### src/logic/rv_arch_pkg.sv
`default_nettype none

package rv_arch_pkg;

  localparam int XLEN = 32;
  localparam int REG_IDX_W = 5;

  // one architectural data word
  typedef logic [XLEN-1:0] xlen_t;

  // x0 to x31
  typedef logic [REG_IDX_W-1:0] reg_idx_t;

endpackage

`default_nettype wire

### src/logic/ooo_pkg.sv
`default_nettype none

package ooo_pkg;

  // one instruction from the front end
  typedef struct packed {
    logic                 valid;
    rv_arch_pkg::reg_idx_t rd;
    rv_arch_pkg::reg_idx_t rs1;
    rv_arch_pkg::reg_idx_t rs2;
  } issue_req_t;

  // result from an execution unit, tag carried on its own port
  typedef struct packed {
    logic               valid;
    rv_arch_pkg::xlen_t value;
  } wb_req_t;

  // retirement of the ROB head into the register file
  typedef struct packed {
    logic                  valid;
    rv_arch_pkg::reg_idx_t rd;
    rv_arch_pkg::xlen_t    value;
  } commit_req_t;

  typedef struct packed {
    logic               ready;
    rv_arch_pkg::xlen_t value;
  } operand_t;

  // raw scoreboard answer, before any ROB forwarding
  typedef struct packed {
    logic               ready;
    rv_arch_pkg::xlen_t value;
  } sb_read_t;

endpackage

`default_nettype wire

### src/logic/ooo_backend_top.sv
`timescale 1ns/1ps
`default_nettype none

module ooo_backend_top #(
  parameter int ROB_TAG_W = 3
) (
  input  logic                 clk,
  input  logic                 rst,
  input  ooo_pkg::issue_req_t  issue,
  input  ooo_pkg::wb_req_t     wb,
  input  logic [ROB_TAG_W-1:0] wb_tag,
  output logic [ROB_TAG_W-1:0] issue_tag,
  output logic                 rob_full,
  output ooo_pkg::operand_t    rs1_op,
  output logic [ROB_TAG_W-1:0] rs1_tag,
  output ooo_pkg::operand_t    rs2_op,
  output logic [ROB_TAG_W-1:0] rs2_tag,
  output ooo_pkg::commit_req_t commit,
  output logic [ROB_TAG_W-1:0] commit_tag
);

  import rv_arch_pkg::*;
  import ooo_pkg::*;

  issue_req_t           sb_issue;
  sb_read_t             sb_rs1;
  sb_read_t             sb_rs2;
  logic [ROB_TAG_W-1:0] sb_rs1_tag;
  logic [ROB_TAG_W-1:0] sb_rs2_tag;
  logic [ROB_TAG_W-1:0] lookup1_tag;
  logic [ROB_TAG_W-1:0] lookup2_tag;
  logic                 lookup1_done;
  logic                 lookup2_done;
  xlen_t                lookup1_value;
  xlen_t                lookup2_value;

  // an issue dropped by a full ROB must not mark rd pending
  assign sb_issue.valid = issue.valid && !rob_full;
  assign sb_issue.rd    = issue.rd;
  assign sb_issue.rs1   = issue.rs1;
  assign sb_issue.rs2   = issue.rs2;

  // tail pointer doubles as the tag of this cycle's issue
  reorder_buffer #(
    .ROB_TAG_W(ROB_TAG_W)
  ) reorder_buffer_inst (
    .clk          (clk),
    .rst          (rst),
    .issue_valid  (issue.valid),
    .issue_rd     (issue.rd),
    .wb           (wb),
    .wb_tag       (wb_tag),
    .alloc_tag    (issue_tag),
    .rob_full     (rob_full),
    .lookup1_tag  (lookup1_tag),
    .lookup2_tag  (lookup2_tag),
    .lookup1_done (lookup1_done),
    .lookup1_value(lookup1_value),
    .lookup2_done (lookup2_done),
    .lookup2_value(lookup2_value),
    .commit       (commit),
    .commit_tag   (commit_tag)
  );

  regfile_scoreboard #(
    .ROB_TAG_W(ROB_TAG_W)
  ) regfile_scoreboard_inst (
    .clk       (clk),
    .rst       (rst),
    .issue     (sb_issue),
    .issue_tag (issue_tag),
    .commit    (commit),
    .commit_tag(commit_tag),
    .sb_rs1    (sb_rs1),
    .sb_rs1_tag(sb_rs1_tag),
    .sb_rs2    (sb_rs2),
    .sb_rs2_tag(sb_rs2_tag)
  );

  operand_resolve #(
    .ROB_TAG_W(ROB_TAG_W)
  ) operand_resolve_inst (
    .sb_rs1       (sb_rs1),
    .sb_rs1_tag   (sb_rs1_tag),
    .sb_rs2       (sb_rs2),
    .sb_rs2_tag   (sb_rs2_tag),
    .lookup1_tag  (lookup1_tag),
    .lookup2_tag  (lookup2_tag),
    .lookup1_done (lookup1_done),
    .lookup1_value(lookup1_value),
    .lookup2_done (lookup2_done),
    .lookup2_value(lookup2_value),
    .rs1_op       (rs1_op),
    .rs1_tag      (rs1_tag),
    .rs2_op       (rs2_op),
    .rs2_tag      (rs2_tag)
  );

endmodule

`default_nettype wire

### src/logic/operand_resolve.sv
`timescale 1ns/1ps
`default_nettype none

module operand_resolve #(
  parameter int ROB_TAG_W = 3
) (
  input  ooo_pkg::sb_read_t    sb_rs1,
  input  logic [ROB_TAG_W-1:0] sb_rs1_tag,
  input  ooo_pkg::sb_read_t    sb_rs2,
  input  logic [ROB_TAG_W-1:0] sb_rs2_tag,
  output logic [ROB_TAG_W-1:0] lookup1_tag,
  output logic [ROB_TAG_W-1:0] lookup2_tag,
  input  logic                 lookup1_done,
  input  rv_arch_pkg::xlen_t   lookup1_value,
  input  logic                 lookup2_done,
  input  rv_arch_pkg::xlen_t   lookup2_value,
  output ooo_pkg::operand_t    rs1_op,
  output logic [ROB_TAG_W-1:0] rs1_tag,
  output ooo_pkg::operand_t    rs2_op,
  output logic [ROB_TAG_W-1:0] rs2_tag
);

  import rv_arch_pkg::*;
  import ooo_pkg::*;

  // committed value first, then a finished ROB result
  function automatic operand_t resolve(sb_read_t sb, logic fwd_done, xlen_t fwd_value);
    operand_t op;
    if (sb.ready) begin
      op.ready = 1'b1;
      op.value = sb.value;
    end else if (fwd_done) begin
      op.ready = 1'b1;
      op.value = fwd_value;
    end else begin
      op.ready = 1'b0;
      op.value = sb.value;
    end
    return op;
  endfunction

  assign lookup1_tag = sb_rs1_tag;
  assign lookup2_tag = sb_rs2_tag;

  assign rs1_op  = resolve(sb_rs1, lookup1_done, lookup1_value);
  assign rs2_op  = resolve(sb_rs2, lookup2_done, lookup2_value);

  // tag is only meaningful while the operand is not ready
  assign rs1_tag = sb_rs1_tag;
  assign rs2_tag = sb_rs2_tag;

endmodule

`default_nettype wire

### src/logic/regfile_scoreboard.sv
`timescale 1ns/1ps
`default_nettype none

module regfile_scoreboard #(
  parameter int ROB_TAG_W = 3
) (
  input  logic                     clk,
  input  logic                     rst,
  input  ooo_pkg::issue_req_t      issue,
  input  logic [ROB_TAG_W-1:0]     issue_tag,
  input  ooo_pkg::commit_req_t     commit,
  input  logic [ROB_TAG_W-1:0]     commit_tag,
  output ooo_pkg::sb_read_t        sb_rs1,
  output logic [ROB_TAG_W-1:0]     sb_rs1_tag,
  output ooo_pkg::sb_read_t        sb_rs2,
  output logic [ROB_TAG_W-1:0]     sb_rs2_tag
);

  import rv_arch_pkg::*;

  localparam int NUM_REGS = 32;

  xlen_t                regs_q    [NUM_REGS];
  logic [ROB_TAG_W-1:0] tag_q     [NUM_REGS];
  logic [NUM_REGS-1:0]  pending_q;

  logic commit_we;
  logic issue_we;

  // x0 is never written and never marked pending
  assign commit_we = commit.valid && (commit.rd != reg_idx_t'(0));
  assign issue_we  = issue.valid && (issue.rd != reg_idx_t'(0));

  always_ff @(posedge clk) begin
    if (rst) begin
      for (int i = 0; i < NUM_REGS; i++) begin
        regs_q[i] <= '0;
        tag_q[i]  <= '0;
      end
      pending_q <= '0;
    end else begin
      if (commit_we) begin
        regs_q[commit.rd] <= commit.value;
        // only the youngest producer may release the register
        if (pending_q[commit.rd] && (tag_q[commit.rd] == commit_tag)) begin
          pending_q[commit.rd] <= 1'b0;
        end
      end

      // a same-cycle issue to rd overrides the release above
      if (issue_we) begin
        tag_q[issue.rd]     <= issue_tag;
        pending_q[issue.rd] <= 1'b1;
      end
    end
  end

  // source reads see state from before this edge
  always_comb begin
    sb_rs1.value = regs_q[issue.rs1];
    sb_rs1.ready = ~pending_q[issue.rs1];
    sb_rs1_tag   = tag_q[issue.rs1];

    sb_rs2.value = regs_q[issue.rs2];
    sb_rs2.ready = ~pending_q[issue.rs2];
    sb_rs2_tag   = tag_q[issue.rs2];
  end

endmodule

`default_nettype wire

### src/logic/reorder_buffer.sv
`timescale 1ns/1ps
`default_nettype none

module reorder_buffer #(
  parameter int ROB_TAG_W = 3
) (
  input  logic                  clk,
  input  logic                  rst,
  input  logic                  issue_valid,
  input  rv_arch_pkg::reg_idx_t issue_rd,
  input  ooo_pkg::wb_req_t      wb,
  input  logic [ROB_TAG_W-1:0]  wb_tag,
  output logic [ROB_TAG_W-1:0]  alloc_tag,
  output logic                  rob_full,
  input  logic [ROB_TAG_W-1:0]  lookup1_tag,
  input  logic [ROB_TAG_W-1:0]  lookup2_tag,
  output logic                  lookup1_done,
  output rv_arch_pkg::xlen_t    lookup1_value,
  output logic                  lookup2_done,
  output rv_arch_pkg::xlen_t    lookup2_value,
  output ooo_pkg::commit_req_t  commit,
  output logic [ROB_TAG_W-1:0]  commit_tag
);

  import rv_arch_pkg::*;

  localparam int DEPTH = 1 << ROB_TAG_W;

  typedef logic [ROB_TAG_W-1:0] tag_t;
  // extra msb is the wrap bit
  typedef logic [ROB_TAG_W:0] ptr_t;

  ptr_t head_q;
  ptr_t tail_q;

  logic [DEPTH-1:0] valid_q;
  logic [DEPTH-1:0] done_q;
  reg_idx_t         rd_q    [DEPTH];
  xlen_t            value_q [DEPTH];

  tag_t head_idx;
  tag_t tail_idx;
  logic alloc_fire;
  logic commit_fire;
  logic wb_fire;

  assign head_idx = head_q[ROB_TAG_W-1:0];
  assign tail_idx = tail_q[ROB_TAG_W-1:0];

  // same slot, different lap
  assign rob_full = (head_q[ROB_TAG_W] != tail_q[ROB_TAG_W]) && (head_idx == tail_idx);

  assign alloc_tag   = tail_idx;
  assign alloc_fire  = issue_valid && !rob_full;
  assign commit_fire = valid_q[head_idx] && done_q[head_idx];
  // writebacks to a slot that is not in flight are dropped
  assign wb_fire     = wb.valid && valid_q[wb_tag];

  always_ff @(posedge clk) begin
    if (rst) begin
      head_q  <= '0;
      tail_q  <= '0;
      valid_q <= '0;
      done_q  <= '0;
    end else begin
      if (wb_fire) begin
        done_q[wb_tag] <= 1'b1;
      end

      if (commit_fire) begin
        valid_q[head_idx] <= 1'b0;
        done_q[head_idx]  <= 1'b0;
        head_q            <= head_q + 1'b1;
      end

      // a fresh entry starts without a result
      if (alloc_fire) begin
        valid_q[tail_idx] <= 1'b1;
        done_q[tail_idx]  <= 1'b0;
        tail_q            <= tail_q + 1'b1;
      end
    end
  end

  // entry payload
  always_ff @(posedge clk) begin
    if (wb_fire) begin
      value_q[wb_tag] <= wb.value;
    end
    if (alloc_fire) begin
      rd_q[tail_idx] <= issue_rd;
    end
  end

  // forwarding lookups for the operand resolver
  always_comb begin
    lookup1_done  = valid_q[lookup1_tag] && done_q[lookup1_tag];
    lookup1_value = value_q[lookup1_tag];
    lookup2_done  = valid_q[lookup2_tag] && done_q[lookup2_tag];
    lookup2_value = value_q[lookup2_tag];
  end

  // in-order retirement, one per cycle
  always_comb begin
    commit.valid = commit_fire;
    commit.rd    = rd_q[head_idx];
    commit.value = value_q[head_idx];
    commit_tag   = head_idx;
  end

endmodule

`default_nettype wire

### config.mk
export PLATFORM = sky130hd
export DESIGN_NAME = ooo_backend_top
export DESIGN_NICKNAME = d
export VERILOG_FILES = /design/src/logic/rv_arch_pkg.sv /design/src/logic/ooo_pkg.sv /design/src/logic/ooo_backend_top.sv /design/src/logic/operand_resolve.sv /design/src/logic/regfile_scoreboard.sv /design/src/logic/reorder_buffer.sv
export SDC_FILE = /design/constraint.sdc
export NUM_CORES = 2
export LEC_CHECK = 0
export BUFFER_PORTS_ARGS = -buffer_cell sky130_fd_sc_hd__clkbuf_2
export CAP_MARGIN = 0
export CORE_ASPECT_RATIO = 0.6
export CORE_MARGIN = 5
export CORE_UTILIZATION = 60
export CTS_CLUSTER_SIZE = 20
export DETAILED_ROUTE_END_ITERATION = 7
export GPL_ROUTABILITY_DRIVEN = 0
export PLACE_DENSITY = 0.78
export SLEW_MARGIN = 10
export SYNTH_ARGS = -nofsm -noshare
export SYNTH_HDL_FRONTEND = slang
export SYNTH_SLANG_ARGS = --single-unit
### constraint.sdc
create_clock -name clk -period 13.7 [get_ports clk]
set_clock_uncertainty 0.2 [all_clocks]
set_input_delay 4.11 -clock clk [delete_from_list [all_inputs] [get_ports clk]]
set_output_delay 4.11 -clock clk [all_outputs]
set_load 0.005 [all_outputs]
After elaboration in Yosys (flattened, before gate mapping)
Memories as Yosys holds them, arrays and structs flattened. A register that Yosys moved wholly into a read port is not among the register bits.
Cells that the tools add are included.
- logic and storage cells: 125
- bits of input ports: 54
- memories kept: 4
- register bits after elaboration: 56
- memory bits (writable): 1416
- output and inout bits: 117
- memories (memory ; depth ; width ; read ports ; clocked after Yosys merged registers in ; wr ports ; RTL line ; text):
    regfile_scoreboard_inst.regs_q ; 32 ; 32 ; 2 ; 0 ; 32 ; regfile_scoreboard.sv:23 ; xlen_t regs_q [NUM_REGS];
    reorder_buffer_inst.value_q ; 8 ; 32 ; 3 ; 1 ; 1 ; reorder_buffer.sv:39 ; xlen_t value_q [DEPTH];
    regfile_scoreboard_inst.tag_q ; 32 ; 3 ; 3 ; 0 ; 32 ; regfile_scoreboard.sv:24 ; logic [ROB_TAG_W-1:0] tag_q [NUM_REGS];
    reorder_buffer_inst.rd_q ; 8 ; 5 ; 1 ; 1 ; 1 ; reorder_buffer.sv:38 ; reg_idx_t rd_q [DEPTH];
- equality and inequality tests: 3
- multiplexer cells: 68
- bitwise gates (word level): 10
- reduce and logical (&&, ||, !) cells: 19
- add/subtract/negate cells: 2
- order comparisons: 14
- operator list (operator ; count):
    32-bit 2-to-1 mux ; 5
    33-bit 2-to-1 mux ; 4
    8-bit 2-to-1 mux ; 8
    32-bit AND ; 1
    32-bit NOT ; 1
    32-bit bitwise OR ; 1
    32-bit OR reduction ; 1
    1-bit 2-to-1 mux ; 29
    8-bit AND ; 3
    5-bit by 6-bit < comparator with 1-bit output, second input constant ; 4
    1-bit binary-select mux with 3-bit select ; 7
    3-bit by 4-bit < comparator with 1-bit output, second input constant ; 5
    8-bit NOT ; 2
    8-bit bitwise OR ; 2
    1-bit binary-select mux with 5-bit select ; 3
    3-bit 2-to-1 mux ; 5
    1-bit logical AND ; 14
    1-bit demux with 5-bit select ; 2
    5-bit by 1-bit greater-or-equal comparator with 1-bit output, second input constant ; 2
    5-bit 2-to-1 mux ; 2
    5-bit nonzero test ; 2
    1-bit demux with 3-bit select ; 3
    3-bit by 1-bit greater-or-equal comparator with 1-bit output, second input constant ; 3
    4-bit by 1-bit adder with 4-bit output, second input constant ; 2
    other kinds (4) ; 5

Depth between registers and ports, before layout
- word-level depth: 12
- gate-level depth with buffers: 15
- gate-level depth less buffers: 10

Hierarchy
Synthesis repeated with hierarchy kept, for this count alone.
- cell total of the unflattened synthesis: 4760
- area, all modules: 79902.9 sq um
- modules (own cells, without submodules) (module ; seq. area each (sq um) ; cells an instance ; area each (sq um) ; times used):
    regfile_scoreboard ; 34272.9 ; 3819 ; 62177.1 ; 1
    reorder_buffer ; 9429.0 ; 852 ; 16493.3 ; 1
    operand_resolve ; 0.0 ; 88 ; 1218.7 ; 1
    ooo_backend_top ; 0.0 ; 1 ; 13.8 ; 1

Worst setup path after synthesis
OpenSTA, ideal clock, no wires.
- kind: input port to output port
- start point: input port issue[5] (netlist name)
- end point: output port rs1_op[10] (netlist name)
- required time: 9390 ps
- stages: 11
- path buffers: 4
- data arrival time: 7085 ps
- setup slack: 2305 ps
- path through: buf_2 > buf_6 > buf_2 > mux4_2 > mux4_2 > mux2i_1 > mux4_2 > mux2i_1 > nand2_1 > buf_4 > mux2i_1
- RTL lines (item ; RTL line ; text):
    start, declared ; ooo_backend_top.sv:9 ; input ooo_pkg::issue_req_t issue,
    end, declared ; ooo_backend_top.sv:14 ; output ooo_pkg::operand_t rs1_op,

==> impl_metrics.csv <==
group,metric,value,unit
run_status,status,"complete, but fails checks",
run_status,violations,"DRC",
logic_synthesis,yosysSeqAreaShare,56.0,%
logic_synthesis,synth_edf_count,1416,
floorplanning,rows,102,
critical_path,crit_arrival,8.28,ns
global_route,grt_overflow_total,0,
timing,whs,0.341,ns
layout,drive_above_1_share,29.6,%
floorplanning,dieArea,0.138,sq mm
cts,cts_setup_buffers,0,
layout,final_common_cell,"edfxtp_1",
placement,place_ws,1.14,ns
logic_synthesis,yosysUniqueCellTypes,67,
timing,fmax,79.4,MHz
critical_path,r2r_slack,6.44,ns
logic_synthesis,postSynthCellCount,5065,
floorplanning,core,0.129,sq mm
routing,drt-total-wl,247000,microns
cts,cts_resized,0,
routing,route.detailed.drc,4,
placement,io_buffers,170,
timing,period_minus_slack,12.59,ns
global_route,grt_pass1_wl,356000,microns
timing,tightest_slew,1.40,ns
floorplanning,chipHeight,289,microns
cts,numClockSinks,1475,
run,drv_cap,0,
logic_synthesis,netlist_area,0.0780,sq mm
global_route,antenna_found_initial,5,
routing,drt-initial-drc-count,10312,
logic_synthesis,ys_top_cells_by_area,"edfxtp_1, mux4_2, mux2i_1, nor2_1, clkbuf_1",
routing,ant_nets,0,
timing,maxSlewHeadroom,6.01,%
pwr,p_per_area,119,mW/mm^2
pwr,intPower,7.63,mW
critical_path,cp-end-kind,"output port",
timing,fin_crit_sh,91.9,%
critical_path,startpoint,"issue[0]",
pwr,power_frac_seq,50.7,%
global_route,grt_max_degree,112,
logic_synthesis,synth_top_area_share,54.5,%
cts,cts_tree,"built",
logic_synthesis,synth_area_leader_cell,"edfxtp_1",
layout,syn_to_final_growth,9.08,%
pwr,pwr-share-clk,36.9,%
timing,worst_slack,1.11,ns
layout,stdcell_count,6867,
cts,numCtsBuffers,135,
pwr,power.switching,2.52,mW
global_route,grt_pass1_vias,50635,
pwr,swShare,24.8,%
routing,via_per_inst,7.56,
timing,rsz0062_at_grt,"false",
pwr,combPwrFrac,12.5,%
layout,nets,5098,
timing,hold_viol,0,
logic_synthesis,ys_ff_latch,1475,
layout,final_cell_mix,"edfxtp_1, nor2_1, mux4_2, mux2i_1, clkbuf_2",
placement,dp.cells,6621,
logic_synthesis,syn_area_per_cell,15.4,sq um
global_route,grt_util_all_layers,36.2,%
logic_synthesis,synthFlopType,"edfxtp_1",
cts,cts_root_buf,"clkbuf_16",
pwr,peakVddDrop,0.130,mV
routing,routedWlPerCell,36.0,microns
floorplanning,start_util,60.4,%
timing,setup_viol,0,
critical_path,cp.required,9.39,ns
min_path,min_from,"regfile_scoreboard_inst.pending_q[0]$_SDFF_PP0_",
logic_synthesis,ys_warn_count,0,
cts,htreeDepth,4,
placement,place_hpwl,152000,microns
critical_path,critPathLaunchType,"primary input",
min_path,hp-class,"reg2reg",
critical_path,critPathMaxFanout,48,
timing,tns,0,ns
routing,via_count,51946,
layout,n_fill_cell,8462,
cts,cts.path.max_buffers,3,
critical_path,path_class,"in2out",
floorplanning,io_pins,171,
routing,firstDrtPassIters,8,
logic_synthesis,async_flop_share,0,%
pwr,p_leak,30.9,nW
cts,clock_latency,0.80,ns
timing,slew_violations,0,
floorplanning,die_w,475,microns
cts,clk_pin_slew_worst_paths,0.06,ns
cts,cts_hold_buffers,0,
==> flip-flops by register name (all words and copies together), names as in the netlist, named ones only <==
name and cells:
reorder_buffer_inst.value_q 256, regfile_scoreboard_inst.tag_q 96, regfile_scoreboard_inst.regs_q 1024, reorder_buffer_inst.head_q 4
regfile_scoreboard_inst.pending_q 32, reorder_buffer_inst.valid_q 8, reorder_buffer_inst.tail_q 4, reorder_buffer_inst.done_q 8
reorder_buffer_inst.rd_q 40
==> worst paths after layout <==
check | to | cells past startpoint
setup / recovery | rs2_op[20] | 11
hold / removal | regfile_scoreboard_inst.pending_q[0]$_SDFF_PP0_ | 1
hold reg to reg | regfile_scoreboard_inst.pending_q[0]$_SDFF_PP0_ | 1
setup reg to reg | regfile_scoreboard_inst.regs_q[20][12]$_SDFFCE_PN0P_ | 11
==> final cells by class <==
| class | instances | area, sq um | area share (%) |
|---|---|---|---|
| Timing Repair Buffer | 313 | 2090 | 2.46 |
| Multi-Input combinational cell | 3070 | 32700 | 38.5 |
| Tap cell | 1716 | 2150 | 2.52 |
| Inverter | 47 | 183 | 0.215 |
| Sequential cell | 1475 | 43700 | 51.4 |
| Clock buffer | 175 | 3660 | 4.30 |
| Antenna cell | 2 | 5.00 | 0.00588 |
| Clock inverter | 69 | 552 | 0.649 |
==> cell families (layout without fill, tap and decap cells) <==
logic type	after synthesis	count (layout)	share of synthesized area (%)
XOR/XNOR	9	9	0.101
buffers and inverters	554	604	3.09
AND/OR/NAND/NOR	1498	1498	7.99
adder cells (fa/ha/maj)	2	2	0.0321
flip-flops	1475	1475	56.0
AO/OA/AOI/OAI	182	182	1.55
multiplexers	1344	1344	31.2
other	1	37	0.00481
==> metal layers <==
layer / vias to the layer above / GRT usage, % / part of all wire, %
met5: - / 0 / 0.019
met2: 5308 / 50.8 / 43
met3: 846 / 13.7 / 18
met1: 26060 / 51.3 / 34
li1: 19726 / - / -
met4: 6 / 15.8 / 5.1
==> cells in the mapped netlist, types with 6 or more instances <==
cell / instances
nand2b_1: 12
dfxtp_1: 59
nand3_1: 43
o22ai_1: 8
mux2_2: 8
a221oi_1: 8
clkbuf_1: 340
a21oi_1: 47
and2_1: 99
a31oi_1: 12
edfxtp_1: 1416
nor2_1: 1091
o21ai_0: 57
buf_4: 36
mux2i_1: 467
or3_1: 6
nand4_1: 7
buf_1: 35
nand3b_1: 14
mux4_2: 862
nand2_1: 130
or2_2: 12
nor3_1: 59
buf_6: 6
a21oi_2: 20
nor2b_1: 7
inv_1: 40
buf_2: 87
==> worst max-delay path: stages <==
cell      delay [ns]
buf_8           0.44
mux4_2          0.59
mux4_2          0.57
mux2i_4         0.24
buf_4           0.33
mux4_2          0.54
mux2i_1         0.28
nand2_2         0.34
buf_12          0.29
mux2i_1         0.29
clkbuf_2        0.17
==> power groups by stage <==
stage	clock network [mW]	logic [mW]	registers, mW
2_1_floorplan	0	0.836	5.20
3_3_place_gp	0	1.22	5.22
3_5_place_dp	0	1.23	5.23
4_1_cts	3.75	1.24	5.14
5_1_grt	3.94	1.30	5.15
6_report	3.74	1.27	5.14
==> stage by stage <==
stage	instance area, sq um	utilization, %	power [mW]
floorplan	78100	-	6.03
global placement	80800	62.7	6.43
detailed placement	80800	62.7	6.46
CTS	85100	65.9	10.1
global route	85100	65.9	10.4
finish	85100	65.9	10.2
Power figures use the tool's default switching activity.
